**config.mk**
```make
export PLATFORM = sky130hd
export DESIGN_NAME = dma_tlp_sequencer
export DESIGN_NICKNAME = d
export VERILOG_FILES = /design/src/rtl/dma_ctrl_pkg.sv /design/src/rtl/dma_tlp_pkg.sv /design/src/rtl/dma_tlp_sequencer.sv
export VERILOG_INCLUDE_DIRS = /design/src /design/src/include
export SDC_FILE = /design/constraint.sdc
export NUM_CORES = 1
export LEC_CHECK = 0
export BUFFER_PORTS_ARGS = -buffer_cell sky130_fd_sc_hd__buf_2
export CORE_MARGIN = 4
export CORE_UTILIZATION = 35
export CTS_CLUSTER_DIAMETER = 80
export CTS_CLUSTER_SIZE = 8
export DETAILED_ROUTE_END_ITERATION = 6
export GPL_ROUTABILITY_DRIVEN = 0
export MAX_ROUTING_LAYER = met4
export SYNTH_ARGS = -nofsm -noshare
export SYNTH_HDL_FRONTEND = slang
export SYNTH_SLANG_ARGS = --single-unit
```
**constraint.sdc**
```tcl
create_clock -name pcie_user_clk -period 11.1 [get_ports pcie_user_clk]
set_clock_uncertainty 0.2 [all_clocks]
set_input_delay 1.665 -clock pcie_user_clk [delete_from_list [all_inputs] [get_ports pcie_user_clk]]
set_output_delay 1.665 -clock pcie_user_clk [all_outputs]
set_load 0.01 [all_outputs]
```
**src/include/dma_defs.svh**
```systemverilog
// dma engine macros: tlp payload size, sample fifo geometry and thresholds, widths, control bits
`ifndef DMA_DEFS_SVH
`define DMA_DEFS_SVH

//////////////////////////////////////////////////////////////////////
// tlp and sample fifo
//////////////////////////////////////////////////////////////////////
`define DMA_MAX_PAYLOAD_DW      32      // dw per full tlp, 128 bytes
`define DMA_FIFO_AW             9       // 512 words of 64 bits
`define DMA_PROG_EMPTY_THRESH   32      // prog_empty while count <= this
`define DMA_PROG_FULL_THRESH    500     // prog_full while count >= this

// bus widths
`define DMA_SIZE_W              21      // transfer size in bytes, max 1 MB
`define DMA_DATA_W              64      // pcie user data path

//////////////////////////////////////////////////////////////////////
// control word bits, kept adjacent with enable on top
//////////////////////////////////////////////////////////////////////
`define DMA_DMAE_BIT            23      // dma enable, transfer starts on rising edge
`define DMA_DMAIE_BIT           22      // interrupt enable
`define DMA_RST_BIT             21      // sample fifo clear

`endif

```
**src/rtl/dma_ctrl_pkg.sv**
```systemverilog
// register side types: control word, status word, interrupt fsm states
`include "dma_defs.svh"

package dma_ctrl_pkg;

    // host control word, fields land on the macro bit positions
    typedef struct packed {
        logic [30-`DMA_DMAE_BIT:0]  rsvd_hi;    // unused upper bits
        logic                       dmae;       // bit DMA_DMAE_BIT
        logic                       dmaie;      // bit DMA_DMAIE_BIT
        logic                       fifo_rst;   // bit DMA_RST_BIT
        logic [`DMA_RST_BIT-1:0]    rsvd_lo;    // unused lower bits
    } ctrl_word_t;

    // status word read back by the host
    typedef struct packed {
        logic [2:0] rsvd;           // always zero
        logic       prog_empty;     // sample fifo below threshold
        logic       done;           // sticky until host acknowledge
        logic [2:0] buf_cnt;        // finished transfers, wraps
    } dma_status_t;

    // interrupt hand-off to the pcie core
    typedef enum logic {
        IRQ_IDLE,                   // waiting for a delayed end pulse
        IRQ_WAIT_RDY                // cfg_interrupt held until core ready
    } irq_state_e;

endpackage

```
**src/rtl/dma_tlp_pkg.sv**
```systemverilog
// tlp side types: write request to the tx engine, sequencer fsm states

package dma_tlp_pkg;

    // one write request handed to the tx engine
    typedef struct packed {
        logic [7:0]  payload_dw;    // length in double words
        logic [31:0] host_addr;     // byte address in host memory
    } tlp_req_t;

    // request sequencer states
    typedef enum logic [2:0] {
        SEQ_IDLE,                   // wait for start flag and host address
        SEQ_FIRST,                  // issue first tlp of the transfer
        SEQ_NEXT,                   // issue following tlps or finish
        SEQ_WAIT_COMPL,             // tx engine busy with current tlp
        SEQ_REQ_END                 // one cycle end marker
    } tlp_state_e;

endpackage

```
**src/rtl/dma_tlp_sequencer.sv**
```systemverilog
// tlp sequencer: start edge detect, size split, request fsm, address stepping, buffer counter
`include "dma_defs.svh"

module dma_tlp_sequencer (
    input  logic                        pcie_user_clk,
    input  logic                        pcie_user_rst_n,
    input  dma_ctrl_pkg::ctrl_word_t    ctrl_i,
    input  logic [`DMA_SIZE_W-1:0]      dma_size_i,         // bytes
    input  logic [31:0]                 host_addr_i,        // zero blocks the start
    input  logic [5:0]                  tx_buf_av_i,        // core tx buffers free
    input  logic                        fifo_prog_empty_i,
    input  logic                        tlp_compl_done_i,   // tx engine finished a tlp
    output logic                        tlp_req_o,          // level until completion
    output dma_tlp_pkg::tlp_req_t       tlp_o,
    output logic                        seq_end_o,
    output logic [2:0]                  buf_cnt_o
);
    import dma_tlp_pkg::*;

    localparam int          SIZE_DW_W     = `DMA_SIZE_W - 2;
    localparam int          PL_SHIFT      = $clog2(`DMA_MAX_PAYLOAD_DW);
    localparam int          FULL_W        = SIZE_DW_W - PL_SHIFT;
    localparam logic [7:0]  FULL_PAYLOAD  = `DMA_MAX_PAYLOAD_DW;
    localparam logic [31:0] PAYLOAD_BYTES = `DMA_MAX_PAYLOAD_DW * 4;

    logic [SIZE_DW_W-1:0] size_dw;      // size in dw, byte offset dropped
    logic [FULL_W-1:0]    full_cnt;     // number of full tlps
    logic [7:0]           rem_dw;       // dw left for the last short tlp
    logic                 dma_en;
    logic [2:0]           dmae_r;       // enable delay line
    logic                 req_flag;     // start seen, not yet taken
    logic [FULL_W-1:0]    tlps2go;      // full tlps still to issue
    logic                 rem_sent;     // remainder tlp already issued
    tlp_state_e           state;
    logic                 can_issue;
    logic                 more_full;
    logic                 more_rem;
    logic                 issue_first;
    logic                 issue_full;
    logic                 issue_rem;

    //////////////////////////////////////////////////////////////////////
    // size split and issue conditions
    //////////////////////////////////////////////////////////////////////
    assign size_dw  = dma_size_i[`DMA_SIZE_W-1:2];
    assign full_cnt = size_dw[SIZE_DW_W-1:PL_SHIFT];        // size / payload
    assign rem_dw   = 8'(size_dw[PL_SHIFT-1:0]);            // size mod payload
    assign dma_en   = ctrl_i.dmae;

    // back-pressure from the core and the sample fifo
    assign can_issue   = (tx_buf_av_i > 6'd1) && !fifo_prog_empty_i;
    assign more_full   = (tlps2go != '0);
    assign more_rem    = (rem_dw != 8'd0) && !rem_sent;
    assign issue_first = (state == SEQ_FIRST) && dma_en && can_issue;
    assign issue_full  = (state == SEQ_NEXT) && dma_en && can_issue && more_full;
    assign issue_rem   = (state == SEQ_NEXT) && dma_en && can_issue && !more_full && more_rem;

    //////////////////////////////////////////////////////////////////////
    // request fsm
    //////////////////////////////////////////////////////////////////////
    always_ff @(posedge pcie_user_clk) begin
        if (!pcie_user_rst_n) begin
            dmae_r    <= '0;
            req_flag  <= 1'b0;
            tlps2go   <= '0;
            rem_sent  <= 1'b0;
            tlp_req_o <= 1'b0;
            buf_cnt_o <= '0;
            state     <= SEQ_IDLE;
        end else begin
            dmae_r <= {dmae_r[1:0], dma_en};
            if (dmae_r[2:1] == 2'b01)               // delayed rising edge of enable
                req_flag <= 1'b1;
            case (state)
                SEQ_IDLE: begin
                    if (req_flag && (host_addr_i != '0))
                        state <= SEQ_FIRST;
                end
                SEQ_FIRST: begin
                    req_flag <= 1'b0;               // start consumed
                    if (!dma_en) begin
                        state <= SEQ_IDLE;          // abort before anything went out
                    end else if (can_issue) begin
                        tlps2go   <= (full_cnt == '0) ? '0 : full_cnt - 1'b1;
                        rem_sent  <= (full_cnt == '0);  // short transfer is the remainder
                        tlp_req_o <= 1'b1;
                        state     <= SEQ_WAIT_COMPL;
                    end
                end
                SEQ_NEXT: begin
                    if (!dma_en) begin
                        state <= SEQ_IDLE;          // aborted, no buffer counted
                    end else if (!more_full && !more_rem) begin
                        buf_cnt_o <= buf_cnt_o + 3'd1;
                        state     <= SEQ_REQ_END;
                    end else if (can_issue) begin
                        if (more_full)
                            tlps2go <= tlps2go - 1'b1;
                        else
                            rem_sent <= 1'b1;       // remainder goes out only once
                        tlp_req_o <= 1'b1;
                        state     <= SEQ_WAIT_COMPL;
                    end
                end
                SEQ_WAIT_COMPL: begin
                    if (tlp_compl_done_i) begin
                        tlp_req_o <= 1'b0;
                        state     <= SEQ_NEXT;
                    end else if (!dma_en) begin
                        tlp_req_o <= 1'b0;          // drop request mid tlp
                        state     <= SEQ_IDLE;
                    end
                end
                SEQ_REQ_END: state <= SEQ_IDLE;
                default:     state <= SEQ_IDLE;
            endcase
        end
    end

    // request payload, stepped by one full tlp per issue
    always_ff @(posedge pcie_user_clk) begin
        if (issue_first) begin
            tlp_o.host_addr  <= host_addr_i;
            tlp_o.payload_dw <= (full_cnt == '0) ? rem_dw : FULL_PAYLOAD;
        end else if (issue_full || issue_rem) begin
            tlp_o.host_addr  <= tlp_o.host_addr + PAYLOAD_BYTES;
            tlp_o.payload_dw <= issue_full ? FULL_PAYLOAD : rem_dw;
        end
    end

    assign seq_end_o = (state == SEQ_REQ_END);      // one cycle pulse

endmodule

```
==> impl_summary.log <==
INFO  metric run_status = complete, no violations
INFO  metric synth_seq_area_share = 44.3%
INFO  metric cts-root-to-sink-buffers = 2
INFO  metric rows = 37
INFO  metric num-fill-cells = 1055
INFO  metric synth.ff_latch_count = 64
INFO  metric groute.usage.overall = 16.6%
INFO  metric clock-root-buffer = sky130_fd_sc_hd__clkbuf_8
INFO  metric vias_per_cell = between 5 and 6
INFO  metric core_area = 10400 µm²
INFO  metric htree_num_levels = 3
INFO  metric power.leakage = ~1.8 nW
INFO  metric detail-route-antenna-nets = 0
INFO  metric synth-compound-area-share = 15.3%
INFO  metric gr_overflow_total = 0
INFO  metric cts_buffers = 9
INFO  metric worst-setup-path-type = primary input to flop
INFO  metric post-dp-hpwl = 7490 µm
INFO  metric grt_pass1_vias = ~3400
INFO  metric post_synth_mux_area_share = 0.267%
INFO  metric cp.arrival = 3.92 ns
INFO  metric seqPwrFrac = between 40% and 50%
INFO  metric unrepaired_setup_endpoints_after_global_routing = no
INFO  metric syn-mean-instance-area = 9.04 µm²
INFO  metric floorplan.die.width = 112 µm
INFO  metric maxSlewViolCount = 0
INFO  metric timing.fmax = 0.247 GHz
INFO  metric switching_share_of_power = 24.2%
INFO  metric hold_buffers = 0
INFO  metric nNetsFinal = 612
INFO  metric initial_core_util = 36.2%
INFO  metric synth.top_cells.by_area = sky130_fd_sc_hd__edfxtp_1, sky130_fd_sc_hd__dfxtp_1, sky130_fd_sc_hd__o21ai_0, sky130_fd_sc_hd__xor2_1, sky130_fd_sc_hd__nand2_1
INFO  metric distinct_cell_type_count_of_the_synthesized_netlist = 56
INFO  metric syn_to_final_growth = 22.3%
INFO  metric cp-end-kind = flop
INFO  metric synth_simple_gate_area_share = between 20% and 30%
INFO  metric number_of_antenna_violations_at_the_first_check_in_global_routing = 0
INFO  metric cts_tree = yes
INFO  metric synth_enable_flop_cells = 38
INFO  metric worst_setup_hold_path_clk_slew = 0.07 ns
INFO  metric post_cts_buffers = 0
INFO  metric final_min_period_over_clock_period = a little over a third
INFO  metric via_count = 3490
INFO  metric clock_power_share = 40.9%
INFO  metric preCtsSetupSlack = 6.69 ns
INFO  metric synth_instances = approximately 420
INFO  metric most_frequent_cells_in_the_layout = sky130_fd_sc_hd__buf_2, sky130_fd_sc_hd__nand2_1, sky130_fd_sc_hd__o21ai_0, sky130_fd_sc_hd__edfxtp_1, sky130_fd_sc_hd__dfxtp_1
INFO  metric shortest_period_the_worst_path_allows = 4.05 ns
INFO  metric yosys.area.top_type_share = 30.4%
INFO  metric synthAdderAreaFrac = 1.67%
INFO  metric synth-main-ff-cell = sky130_fd_sc_hd__edfxtp_1
INFO  metric drc_errors = 0
INFO  metric post_route_cells_drive_above_1_share = 25.0%
INFO  metric worst_hold_path_type = flop to flop
INFO  metric max_cap_viol_count = 0
INFO  metric syn_area = 3750 µm²
INFO  metric antenna-diode-count = 0
INFO  metric cts_resized = 0
INFO  metric pwr_density_cell = 116 nW/µm²
INFO  metric io_pins = 140
INFO  metric aggregate_routed_wire_length = 10100 µm
INFO  metric drt_pre_antenna_iters = 4
INFO  metric critical_path_required = 10.97 ns
INFO  metric p_switching = 129 µW
INFO  metric worst_slew_margin_rel = 24.6%
INFO  metric wl_per_cell = 15.4 µm
INFO  metric clock_sink_count = 64
INFO  metric yosys.area.top_type = sky130_fd_sc_hd__edfxtp_1
INFO  metric final_hold_fails = 0
INFO  metric internal-power = approximately 400 µW
INFO  metric drt_first_iter_violations = 281
INFO  metric synthesis.yosys.warnings = 0
INFO  metric dieHeight = 112 µm
INFO  metric setup_viol = 0
INFO  metric start_kind = primary input
INFO  metric finalSetupTns = 0 ns
INFO  metric share_comb_of_total_power = 10.6%
INFO  metric pin_count_of_the_biggest_net_entering_global_routing = 64
INFO  metric worst_ir_drop_vdd = 0.0000687 V
INFO  metric synth-xor-area-share = 8.17%
INFO  metric synthArstFlopShare = 0%
INFO  metric worst_slew_pin_slew = between 1 and 1.5 ns
INFO  metric final.setup.worst_slack = 7.05 ns
INFO  metric synth_top_family_by_area = simple AND/OR/NAND/NOR gates
INFO  metric die_area = approximately 12000 µm²
INFO  metric critical_path_peak_fanout = 6
INFO  metric first_pass_grt_wire_length = between 15000 and 20000 µm
INFO  metric place.port_buffers = 103
INFO  metric most_common_library_cell_in_the_layout_ignoring_fill_and_taps = sky130_fd_sc_hd__buf_2
INFO  metric clkLatencyLatePin = 0.34 ns
## worst max-delay path, cell delays in order
cell and delay [ns]:
sky130_fd_sc_hd__buf_2 0.11, sky130_fd_sc_hd__inv_1 0.09, sky130_fd_sc_hd__ha_1 0.23, sky130_fd_sc_hd__or4b_1 0.54, sky130_fd_sc_hd__nor4_1 0.69, sky130_fd_sc_hd__nor2_1 0.08, sky130_fd_sc_hd__a31oi_1 0.43, sky130_fd_sc_hd__inv_1 0.08
## cell families after synthesis
| group | count (synthesis) |
|---|---|
| adders and majority gates | 5 |
| AOI/OAI and AO/OA | 92 |
| buffers and inverters | 32 |
| muxes | 1 |
| DFF | 64 |
| other | 1 |
| xor gates and xnor gates | 35 |
| and+or+nand+nor | 185 |
## area by class of cell
| type | count | area, µm² | area share (%) |
|---|---|---|---|
| clock inverter | 6 | 83.8 | 1.83 |
| timing repair buffer | 106 | 538 | 11.7 |
| inverter | 11 | 41.3 | 0.900 |
| tap | 136 | 170 | 3.71 |
| sequential | 64 | 1660 | 36.2 |
| clock buffer | 10 | 128 | 2.78 |
| multi-input combinational | 320 | 1970 | 42.9 |
## registers in the layout (all words and copies together), names as in the netlist
| signal | cells |
|---|---|
| state | 3 |
| tlp_req_o | 1 |
| dmae_r | 3 |
| req_flag | 1 |
| rem_sent | 1 |
| buf_cnt_o | 3 |
| tlp_o | 38 |
| tlps2go | 14 |
## power groups by stage
stage | combinational [mW] | clock, mW | sequential, mW
after floorplan | 0.0326 | 0 | 0.264
after global placement | 0.0554 | 0 | 0.264
after detailed placement | 0.0562 | 0 | 0.264
after CTS | 0.0564 | 0.224 | 0.259
after global routing | 0.0637 | 0.235 | 0.259
final | 0.0564 | 0.218 | 0.259
## Yosys cell counts, types with 4 or more instances
library cell,instances
sky130_fd_sc_hd__nor2_1,21
sky130_fd_sc_hd__edfxtp_1,38
sky130_fd_sc_hd__dfxtp_1,26
sky130_fd_sc_hd__inv_1,11
sky130_fd_sc_hd__nand2_1,45
sky130_fd_sc_hd__nor4_1,20
sky130_fd_sc_hd__xnor2_1,15
sky130_fd_sc_hd__and3_1,6
sky130_fd_sc_hd__a21oi_1,12
sky130_fd_sc_hd__ha_1,5
sky130_fd_sc_hd__a31oi_1,5
sky130_fd_sc_hd__xor2_1,20
sky130_fd_sc_hd__nand3_1,19
sky130_fd_sc_hd__a32o_1,4
sky130_fd_sc_hd__and2_1,21
sky130_fd_sc_hd__o21ai_0,42
sky130_fd_sc_hd__clkbuf_1,16
sky130_fd_sc_hd__or3_1,5
sky130_fd_sc_hd__nor3_1,9
sky130_fd_sc_hd__nand4_1,7
sky130_fd_sc_hd__or4_1,11
## per-layer routing
metal / vias to the layer above / part of all wire [%] / GRT usage, %
met4: 0 / 0.39 / 3.08
met1: 1645 / 47 / 21.5
li1: 1745 / - / -
met2: 96 / 48 / 26.3
met3: 4 / 4.9 / 4.73
met5: - / 0 / -
## final timing paths
kind                                               from                       end  slack (ns)  depth (start not counted)
worst max-delay path                      dma_size_i[7]       tlp_o[37]$_DFFE_PP_        7.05                          8
worst min-delay path               dmae_r[0]$_SDFF_PN0_      dmae_r[1]$_SDFF_PN0_        0.24                          1
worst max register to register  tlps2go[0]$_SDFFE_PN0P_  tlps2go[11]$_SDFFE_PN0P_        8.12                          7
worst min register to register     dmae_r[0]$_SDFF_PN0_      dmae_r[1]$_SDFF_PN0_        0.24                          1
## metrics by stage
stage | instance area [µm²] | std cells | util (%) | total power [mW] | hold slack (ns)
after floorplan | 3760 | 416 | - | 0.296 | 0.212
after CTS | 4590 | 653 | 44.3 | 0.539 | 0.242
after global placement | 4380 | 637 | 42.2 | 0.319 | 0.214
final | 4590 | 653 | 44.3 | 0.533 | 0.242
after global routing | 4590 | 653 | 44.3 | 0.558 | 0.270
after detailed placement | 4380 | 637 | 42.2 | 0.320 | 0.226
No activity file was read; power rests on OpenSTA's default activity.
