<file path="config.mk">
export PLATFORM = sky130hd
export DESIGN_NAME = dma_irq_ctrl
export DESIGN_NICKNAME = d
export VERILOG_FILES = /design/src/rtl/dma_ctrl_pkg.sv /design/src/rtl/dma_irq_ctrl.sv
export VERILOG_INCLUDE_DIRS = /design/src /design/src/include
export SDC_FILE = /design/constraint.sdc
export NUM_CORES = 1
export LEC_CHECK = 0
export BUFFER_PORTS_ARGS = -buffer_cell sky130_fd_sc_hd__buf_2
export CAP_MARGIN = 20
export CORE_AREA = 4 4 41 43
export CTS_BUF_LIST = sky130_fd_sc_hd__clkbuf_8
export CTS_CLUSTER_SIZE = 12
export DETAILED_ROUTE_END_ITERATION = 7
export DIE_AREA = 0 0 45 47
export PLACE_DENSITY = 0.44
export REMOVE_ABC_BUFFERS = 1
export SETUP_SLACK_MARGIN = 0.15
export SLEW_MARGIN = 20
export SYNTH_ARGS = -nofsm -noshare
export SYNTH_HDL_FRONTEND = slang
export SYNTH_SLANG_ARGS = --single-unit
</file>
<file path="constraint.sdc">
create_clock -name pcie_user_clk -period 0.8 [get_ports pcie_user_clk]
set_input_delay 0.04 -clock pcie_user_clk [delete_from_list [all_inputs] [get_ports pcie_user_clk]]
set_output_delay 0.04 -clock pcie_user_clk [all_outputs]
set_load 0.01 [all_outputs]
</file>
<file path="src/include/dma_defs.svh">
// dma engine macros: tlp payload size, sample fifo geometry and thresholds, widths, control bits
`ifndef DMA_DEFS_SVH
`define DMA_DEFS_SVH

//////////////////////////////////////////////////////////////////////
// tlp and sample fifo
//////////////////////////////////////////////////////////////////////
`define DMA_MAX_PAYLOAD_DW      32      // dw per full tlp, 128 bytes
`define DMA_FIFO_AW             9       // 512 words of 64 bits
`define DMA_PROG_EMPTY_THRESH   32      // prog_empty while count <= this
`define DMA_PROG_FULL_THRESH    500     // prog_full while count >= this

// bus widths
`define DMA_SIZE_W              21      // transfer size in bytes, max 1 MB
`define DMA_DATA_W              64      // pcie user data path

//////////////////////////////////////////////////////////////////////
// control word bits, kept adjacent with enable on top
//////////////////////////////////////////////////////////////////////
`define DMA_DMAE_BIT            23      // dma enable, transfer starts on rising edge
`define DMA_DMAIE_BIT           22      // interrupt enable
`define DMA_RST_BIT             21      // sample fifo clear

`endif

</file>
<file path="src/rtl/dma_ctrl_pkg.sv">
// register side types: control word, status word, interrupt fsm states
`include "dma_defs.svh"

package dma_ctrl_pkg;

    // host control word, fields land on the macro bit positions
    typedef struct packed {
        logic [30-`DMA_DMAE_BIT:0]  rsvd_hi;    // unused upper bits
        logic                       dmae;       // bit DMA_DMAE_BIT
        logic                       dmaie;      // bit DMA_DMAIE_BIT
        logic                       fifo_rst;   // bit DMA_RST_BIT
        logic [`DMA_RST_BIT-1:0]    rsvd_lo;    // unused lower bits
    } ctrl_word_t;

    // status word read back by the host
    typedef struct packed {
        logic [2:0] rsvd;           // always zero
        logic       prog_empty;     // sample fifo below threshold
        logic       done;           // sticky until host acknowledge
        logic [2:0] buf_cnt;        // finished transfers, wraps
    } dma_status_t;

    // interrupt hand-off to the pcie core
    typedef enum logic {
        IRQ_IDLE,                   // waiting for a delayed end pulse
        IRQ_WAIT_RDY                // cfg_interrupt held until core ready
    } irq_state_e;

endpackage

</file>
<file path="src/rtl/dma_irq_ctrl.sv">
// interrupt controller: delayed end pulse, cfg_interrupt hand-off, sticky done flag

module dma_irq_ctrl (
    input  logic pcie_user_clk,
    input  logic pcie_user_rst_n,
    input  logic irq_en_i,              // dmaie bit of the control word
    input  logic seq_end_i,             // transfer finished pulse
    input  logic cfg_interrupt_rdy_i,   // core took the interrupt
    input  logic dma_compl_acq_i,       // host acknowledge of done
    output logic cfg_interrupt_o,
    output logic done_o
);
    import dma_ctrl_pkg::*;

    logic [2:0] end_r;                  // end pulse delay line
    irq_state_e state;

    always_ff @(posedge pcie_user_clk) begin
        if (!pcie_user_rst_n) begin
            end_r           <= '0;
            cfg_interrupt_o <= 1'b0;
            done_o          <= 1'b0;
            state           <= IRQ_IDLE;
        end else begin
            end_r <= {end_r[1:0], seq_end_i};
            case (state)
                IRQ_IDLE: begin
                    if (irq_en_i && end_r[2]) begin
                        cfg_interrupt_o <= 1'b1;
                        done_o          <= 1'b1;    // new completion wins over ack
                        state           <= IRQ_WAIT_RDY;
                    end else if (dma_compl_acq_i) begin
                        done_o <= 1'b0;             // host saw it
                    end
                end
                IRQ_WAIT_RDY: begin
                    if (cfg_interrupt_rdy_i) begin
                        cfg_interrupt_o <= 1'b0;
                        state           <= IRQ_IDLE;
                    end
                end
                default: state <= IRQ_IDLE;
            endcase
        end
    end

endmodule

</file>
==> impl_results.md, run 1 <==
* Worst vdd ir at 0.00145 V
* Register area at 124 um^2
* RR Startpoint: state
* Port Buffers at 7
* Placed cell area at 244 um^2
* Required time worst endpoint at 0.94 ns
* Clock Sinks at 6
* Ports at 8
* Clock-pin slew on the worst setup and hold paths at ~0.040 ns
* Die area at approximately 2100 um^2
* Reg-to-reg endpoint: cfg_interrupt_o
* Fillers at 151
* CTS tree: built
* Final Max Slew Viols at 0
* Period minus WS final at a little over 0.7 ns
* First-pass GRT wire length at 648 um
* Arr. time, crit path at 0.85 ns
* PD cells at roughly 2600 nW/um^2
* Routed Antenna Nets at 0
* Worst-Skew Late Latency at 0.22 ns
* Number of global-route vias before repair at 165
* Worst reg-to-reg path cell count at 2
* Max FO, Critical Path at 4
* Outcome: finished, final reports clean
* # setup viols final at 0
* Final hold vios at 0
* Iter 0 DRT Violations at 2
* Detailed Routing Iterations Pass 1 at 2
* Share of post-route cells with drive strength above 1 at 50.0%
* Post-CTS setup buffers at 0
* Final hold slack at around 0.022 ns
* Sequential fraction of the synthesis area at 63.2%
* CTS max path bufs at 2
* RSZ-0062 raised after global routing: true
* Largest net degree at the start of global routing at 8
* Slew @ Worst Pin at 0.123 ns
* Critical path type: register to register
* Number of synthesized register bits at 6
* Routed via count at 158
* R2R Setup Slk at 0.1 ns
* Root buffer cell: clkbuf_8
* Syn avg cell area at 10.6 um^2
* Die X at 45 um
* # diodes at 0
* Post-Layout Cell Count at 43
* GRT Total Usage at 4.91%
* Antenna violations before repair at 0
* TNS Setup at 0 ns
* Hold Path Origin: seq_end_i
* Post-synth cell types at 8
* # rows at 13
* Max_slew headroom at 91.7%
* Synth Cell Area at 190 um^2
* H-tree depth at 1
* Remaining Overflow, GRT at 0
* Wirelength per Cell at 8.42 um
* Initial Util at 14.6%
* Crit path capture type: register
* Synth warn at 0
* Commonest non-fill, non-tap cell in the layout: buf_2
* WL final at 362 um
* Max cap viols at 0
* Multi-input gate area at 70.1 um^2
* Hold-fix buffers at CTS at 0
* DRC at 0
* Clock buffer count from CTS at 3
* Hold path depth at 2
* Worst Hold End: end_r[0]
* Die outline height at 47 um
* Min-Delay Path Class: input pin to register
* GPL Wtd Cong at 0.603
* Fmax at 1420 MHz
* Nets at 36
* Synthesized instance count at 18
* Post-route cell area at approximately 300 um^2
* Final worst-path cycle share at 88.1%
* P&R area growth vs syn at 58.6%
* CP Launch Type: register
* Core area at 1300 um^2
* Clock skew at about 0.0027 ns
* Leak at roughly 0.13 nW
* Drt via density at 3.67
* Inst Count DP at 40
==> final cells by class <==
type	instances	share of cell area, %
Clock buffer	3	13.7
Tap cell	15	6.22
Sequential cell	6	41.1
Timing Repair Buffer	7	15.8
Multi-Input combinational cell	12	23.2
==> how the worst max path moves through the flow <==
stage | endpoint | depth (start not counted) | slack (ns) | from
floorplan | cfg_interrupt_o | 2 | 0.15 | state
global route | done_o | 2 | 0.04 | state
detailed placement | cfg_interrupt_o | 2 | 0.07 | state
global placement | cfg_interrupt_o | 2 | 0.1 | state
CTS | cfg_interrupt_o | 2 | 0.09 | state
finish | cfg_interrupt_o | 2 | 0.1 | state
==> through the flow <==
| stage | total power [mW] | setup WS (ns) | utilization, % |
|---|---|---|---|
| after floorplan | 0.325 | 0.146 | - |
| after global placement | 0.343 | 0.0991 | 18.8 |
| after detailed placement | 0.345 | 0.0681 | 18.8 |
| after CTS | 0.801 | 0.0941 | 23.2 |
| after global routing | 0.825 | 0.0420 | 23.2 |
| final | 0.780 | 0.0950 | 23.2 |
==> synth_stat cells (all sizes together) <==
| cell type | n | share of area [%] |
|---|---|---|
| dfxtp | 6 | 63 |
| and2 | 4 | 14 |
| nand2 | 3 | 5.9 |
| o21ai | 2 | 5.3 |
| nand3b | 1 | 3.9 |
| nand4b | 1 | 4.6 |
| nor2b | 1 | 3.3 |
==> worst max-delay path, cell delays in order (launching register included) <==
cell and delay, ns:
dfxtp_2 0.32, nand4b_1 0.20, o21ai_1 0.11
==> power by group <==
part           internal [mW]  switching (mW)  total, mW
combinational         0.0181          0.0119     0.0300
sequential             0.310         0.00282      0.313
clock                  0.322           0.116      0.437
==> state kept, by name (all words and copies together) (netlist names) <==
name,flops
state,1
end_r,3
done_o,1
cfg_interrupt_o,1
==> logic make-up (layout without fill, tap and decap cells) <==
family	Yosys count	in the layout	synth area share, %
buffers and inverters	0	10	0
flip-flops	6	6	63.2
AO/OA/AOI/OAI	2	2	5.26
AND/OR/NAND/NOR	10	10	31.6
==> metal layers <==
metal	up-vias	global-route usage, %	routed length, um
met5	-	0	0
met4	0	1.75	0
met3	0	6.13	70
met2	9	6.50	146
met1	69	4.57	145
li1	80	-	-
==> timing repair <==
item	4_1_cts	5_1_grt
gates resized for setup	6	1
pin swaps	0	1
cloned	0	0
setup endpoints to repair	5	5
(Power assumes the default switching activity.)
==> run 2, diff against run 1 <==
--- a/config.mk
+++ b/config.mk
@@ -13,7 +13,8 @@
 export CTS_CLUSTER_SIZE = 12
 export DETAILED_ROUTE_END_ITERATION = 7
 export DIE_AREA = 0 0 45 47
-export PLACE_DENSITY = 0.44
+export PLACE_DENSITY_LB_ADDON = 0.3
+export RECOVER_POWER = 25
 export REMOVE_ABC_BUFFERS = 1
 export SETUP_SLACK_MARGIN = 0.15
 export SLEW_MARGIN = 20
==> constraint.sdc (replaced) <==
create_clock -name pcie_user_clk -period 0.8 [get_ports pcie_user_clk]
set_input_delay 0.12 -clock pcie_user_clk [delete_from_list [all_inputs] [get_ports pcie_user_clk]]
set_output_delay 0.12 -clock pcie_user_clk [all_outputs]
set_load 0.01 [all_outputs]
==> run 2 against run 1 <==
Compared with the run above:
- register-to-register slack hardly changed
- combinational power is 2% higher
- clock-buffer cell count stayed put
- worst setup slack worse by 0.058 ns
- clock skew is 0.0013 ns lower
- maximum frequency is 7.6% lower
- design area stayed put
- sequential power hardly changed
- critical endpoint is now cfg_interrupt_o
- first-iteration DRC count is 50% higher
- total power hardly changed
- critical path depth is 1 lower
- sequential share of layout area stayed put
==> impl_results.md, run 2 (synthesis results as in run 1) <==
* First-pass GRT wire length at 752 um
* Final hold slack at 0.111 ns
* P&R area growth vs syn at 58.6%
* Placed cell area at 244 um^2
* Clock skew at 0.00146 ns
* Slowest cell on crit path: dfxtp_2
* Post-route cell area at 302 um^2
* Util after Layout at a little under a quarter
* CTS max path bufs at 2
* Clock Sinks at 6
* Largest delay share family, worst path: flip-flops
* Drt via density at 3.74
* Iter 0 DRT Violations at 3
* Required time worst endpoint at just under 0.7 ns
* Crit path capture type: output port
* Inst Count DP at 40
* Die area at 2120 um^2
* Max_slew headroom at 91.4%
* # diodes at 0
* Share of post-route cells with drive strength above 1 at 50.0%
* Clock buffer count from CTS at 3
* WL final at 420 um
* PD cells at 2590 nW/um^2
* Min-Delay Path Class: input pin to register
* TNS Setup at 0 ns
* GRT Total Usage at around 5.5%
* Post-CTS setup buffers at 0
* Port Buffers at 7
* GPL Wtd Cong at 0.661
* Initial Util at 14.6%
* Ports at 8
* Largest net degree at the start of global routing at 8
* Hold path depth at 2
* Nets at 36
* Core area at 1300 um^2
* Antenna violations before repair at 0
* Final hold vios at 0
* Most flop-heavy register: end_r
* Worst reg-to-reg path cell count at 2
* RSZ-0062 raised after global routing: true
* # setup viols final at 0
* Die outline height at 47 um
* Root buffer cell: clkbuf_8
* # rows at 13
* Outcome: finished, final reports clean
* Slew @ Worst Pin at 0.128 ns
* Largest stage delay, worst path at 0.31 ns
* H-tree depth at 1
* Fmax at 1310 MHz
* Buf/Inv on CP at 1
* Max FO, Critical Path at 2
* Max cap viols at 0
* CP Launch Type: register
* Final Max Slew Viols at 0
* Worst-Skew Late Latency at approximately 0.22 ns
* Crit path depth at 1
* Post-Layout Cell Count at 43
* Die X at approximately 45 um
* DRC at 0
* Detailed Routing Iterations Pass 1 at 4
* Clock-pin slew on the worst setup and hold paths at 0.03 ns
* Arr. time, crit path at 0.64 ns
* DP HPWL at 309 um
* Ordered list of cells on the worst path: buf_6
* Routed via count at between 150 and 200
* Final worst-path cycle share at between 90% and 100%
* Leak at 0.133 nW
* CTS tree: built
* Critical path type: register to output port
* Remaining Overflow, GRT at 0
* Max reg flops at 3
* Wirelength per Cell at 9.77 um
* Worst vdd ir at 0.00125 V
* Commonest non-fill, non-tap cell in the layout: buf_2
* Period minus WS final at 0.763 ns
* Number of global-route vias before repair at 180
* Routed Antenna Nets at 0
[run 2: cell counts in the layout (fill, tap and decap cells not counted)]
Identical to the previous run, type by type.
[run 2: power breakdown]
part	switching, mW	internal [mW]	total [mW]
combinational	0.0124	0.0182	0.0306
sequential	0.00314	0.310	0.313
clock	0.114	0.322	0.436
[run 2: cell type report]
cell class,instances,area [um^2]
multi-input cells,12,70.1
well taps,15,18.8
repair buffers,7,47.5
fillers,154,1000
flip-flops and latches,6,124
clock buffers,3,41.3
[run 2: layer usage]
layer / global-route usage (%) / share of wire (%) / vias up
met5: 0 / 0 / -
met4: 1.75 / 1.4 / 0
met3: 5.75 / 13 / 2
met2: 8.47 / 41 / 8
met1: 5.03 / 45 / 72
li1: - / - / 79
[run 2: path summary, 6_finish.rpt]
check / start / endpoint / slack, ns
worst max register to register: state / done_o / 0.09
worst min register to register: end_r[1] / end_r[2] / 0.43
worst max-delay path: cfg_interrupt_o / cfg_interrupt_o / 0.04
worst min-delay path: seq_end_i / end_r[0] / 0.11
[run 2: repair_timing]
action / CTS / global route
pin swaps: 1 / 1
hold buffers: 0 / 0
setup endpoints to repair: 5 / 5
gates resized for setup: 7 / 0
[run 2: metrics by stage]
| step | total power [mW] | setup slack [ns] |
|---|---|---|
| after global placement | 0.343 | 0.121 |
| after floorplan | 0.325 | 0.146 |
| after global routing | 0.834 | 0.00698 |
| after CTS | 0.803 | 0.0302 |
| final | 0.780 | 0.0374 |
| after detailed placement | 0.345 | 0.0791 |
==> run 3, diff against run 2 <==
--- a/config.mk
+++ b/config.mk
@@ -9,7 +9,6 @@
 export BUFFER_PORTS_ARGS = -buffer_cell sky130_fd_sc_hd__buf_2
 export CAP_MARGIN = 20
 export CORE_AREA = 4 4 41 43
-export CTS_BUF_LIST = sky130_fd_sc_hd__clkbuf_8
 export CTS_CLUSTER_SIZE = 12
 export DETAILED_ROUTE_END_ITERATION = 7
 export DIE_AREA = 0 0 45 47
==> constraint.sdc (replaced) <==
create_clock -name pcie_user_clk -period 0.9 [get_ports pcie_user_clk]
set_input_delay 0.135 -clock pcie_user_clk [delete_from_list [all_inputs] [get_ports pcie_user_clk]]
set_output_delay 0.135 -clock pcie_user_clk [all_outputs]
set_load 0.01 [all_outputs]
==> run 3 against run 2 <==
Compared with the run above:
- register-to-register slack improved by 0.09 ns
- sequential share of layout area increased by 1.8 points
- worst hold slack got worse by 0.0064 ns
- total power decreased by 30%
- worst setup slack improved by 0.061 ns
- global-route usage increased by 0.32 points
- critical path depth unchanged
- clock skew increased by 0.0022 ns
- non-clock buffer count increased by 1
- sequential power decreased by 11%
- die area unchanged
- core utilization decreased by 0.96 points
- largest cell class unchanged
- highest routed layer unchanged
==> impl_results.md, run 3 (synthesis results as in run 1) <==
* Required time worst endpoint at 0.76 ns
* Routed Antenna Nets at 0
* Hold-fix buffers at CTS at 0
* Root buffer cell: clkbuf_4
* Post-route cell area at 289 um^2
* Die X at 45 um
* Iter 0 DRT Violations at 4
* First-pass GRT wire length at 800 um
* Max cap viols at 0
* Switching share of total power at between 10% and 20%
* Final worst-path cycle share at 89.1%
* P&R area growth vs syn at 52.0%
* Clock Sinks at 6
* Commonest non-fill, non-tap cell in the layout: buf_2
* Ports at 8
* Clock buffer count from CTS at 3
* Critical path type: register to output port
* Most flop-heavy register: end_r
* CTS max path bufs at 2
* Largest stage delay, worst path at 0.32 ns
* Clock skew at 0.00371 ns
* Placed cell area at 244 um^2
* DRC at 0
* Initial Util at between 10 and 15%
* Largest net degree at the start of global routing at 8
* Crit path capture type: output port
* Nets at 37
* Antenna violations before repair at 0
* Drt via density at a little under 4
* Max_slew headroom at ~82%
* WL final at 431 um
* Util after Layout at 22.2%
* Period minus WS final at 0.802 ns
* P_sw at between 0.1 and 0.15 mW
* # rows at 13
* Worst vdd ir at 0.000849 V
* Clock-pin slew on the worst setup and hold paths at 0.04 ns
* CTS tree: built
* DP HPWL at about 340 um
* Slew @ Worst Pin at around 0.27 ns
* # setup viols final at 0
* Port Buffers at 7
* Fmax at 1250 MHz
* Combinational fraction of design power at 5.1%
* RSZ-0062 raised after global routing: true
* Post-Layout Cell Count at 44
* Arr. time, crit path at 0.67 ns
* Largest delay share family, worst path: flip-flops
* Final hold slack at 0.104 ns
* # diodes at 0
* Die outline height at 47 um
* Routed via count at 169
* PD cells at between 1500 and 2000 nW/um^2
* Inst Count DP at 40
* Core area at 1300 um^2
* Share of post-route cells with drive strength above 1 at 48.3%
* TNS Setup at 0 ns
* GRT Total Usage at 5.86%
* Wirelength per Cell at 9.80 um
* CP Launch Type: register
* Final Max Slew Viols at 0
* Max FO, Critical Path at 2
* P_int at 0.442 mW
* Max reg flops at 3
* Slowest cell on crit path: dfxtp_2
* Clock Power Share at 44.0%
* Min-Delay Path Class: input pin to register
* Leak at 0.128 nW
* Buf/Inv on CP at 1
* Remaining Overflow, GRT at 0
* Ordered list of cells on the worst path: buf_6
* Sequential share of power at between 50% and 60%
* Total power at approximately 0.55 mW
* Final hold vios at 0
* Fillers at 148
* GPL Wtd Cong at 0.660
* Number of global-route vias before repair at 196
* Worst-Skew Late Latency at between 0.2 and 0.25 ns
* Final worst-path setup slack at 0.0983 ns
* Die area at 2120 um^2
* Outcome: finished, final reports clean
* Pre-CTS WS at 0.179 ns
* H-tree depth at 1
* Detailed Routing Iterations Pass 1 at 2
-- run 3: cell types whose count changed in the layout (fill, tap and decap cells not counted) --
cell | before | now
clkbuf_1 | 0 | 1
buf_2 | 5 | 4
clkbuf_8 | 3 | 0
clkbuf_4 | 0 | 3
buf_4 | 0 | 1
-- run 3: final cells by class --
type,count,area (um^2),share of cell area (%)
clock buffers,3,22.5,7.79
well taps,15,18.8,6.49
multi-input cells,12,70.1,24.2
repair buffers,8,53.8,18.6
flip-flops and latches,6,124,42.9
-- run 3: what timing repair did --
action / 4_1_cts / 5_1_grt
gates resized for setup: 4 / 3
setup buffers: 1 / 0
pin swaps: 0 / 1
endpoints found under the setup margin: 2 / 5
-- run 3: per-layer routing --
metal / vias to the layer above / global-route usage, % / part of all wire (%)
met3: 2 / 6.51 / 20
li1: 83 / - / -
met4: 0 / 1.75 / 1.6
met2: 10 / 9.32 / 42
met5: - / 0 / 0
met1: 74 / 4.81 / 35
-- run 3: power groups by stage --
| stage | Clock (mW) | Combinational [mW] | Sequential [mW] |
|---|---|---|---|
| after detailed placement | 0 | 0.0258 | 0.282 |
| after global routing | 0.274 | 0.0327 | 0.278 |
| after floorplan | 0 | 0.00739 | 0.282 |
| final | 0.240 | 0.0281 | 0.278 |
| after global placement | 0 | 0.0233 | 0.281 |
| after CTS | 0.256 | 0.0291 | 0.277 |
-- run 3: final timing paths --
check	start	to	slack [ns]	cells after the start
max reg2reg	state	cfg_interrupt_o	0.18	2
min	seq_end_i	end_r[0]	0.10	2
max	done_o	done_o	0.1	1
min reg2reg	end_r[0]	end_r[1]	0.43	1
-- run 3: worst register-to-register path, cell delays in order, from the launching register on --
cell and delay, ns:
dfxtp_2 0.32, nand4b_1 0.21, o21ai_1 0.11
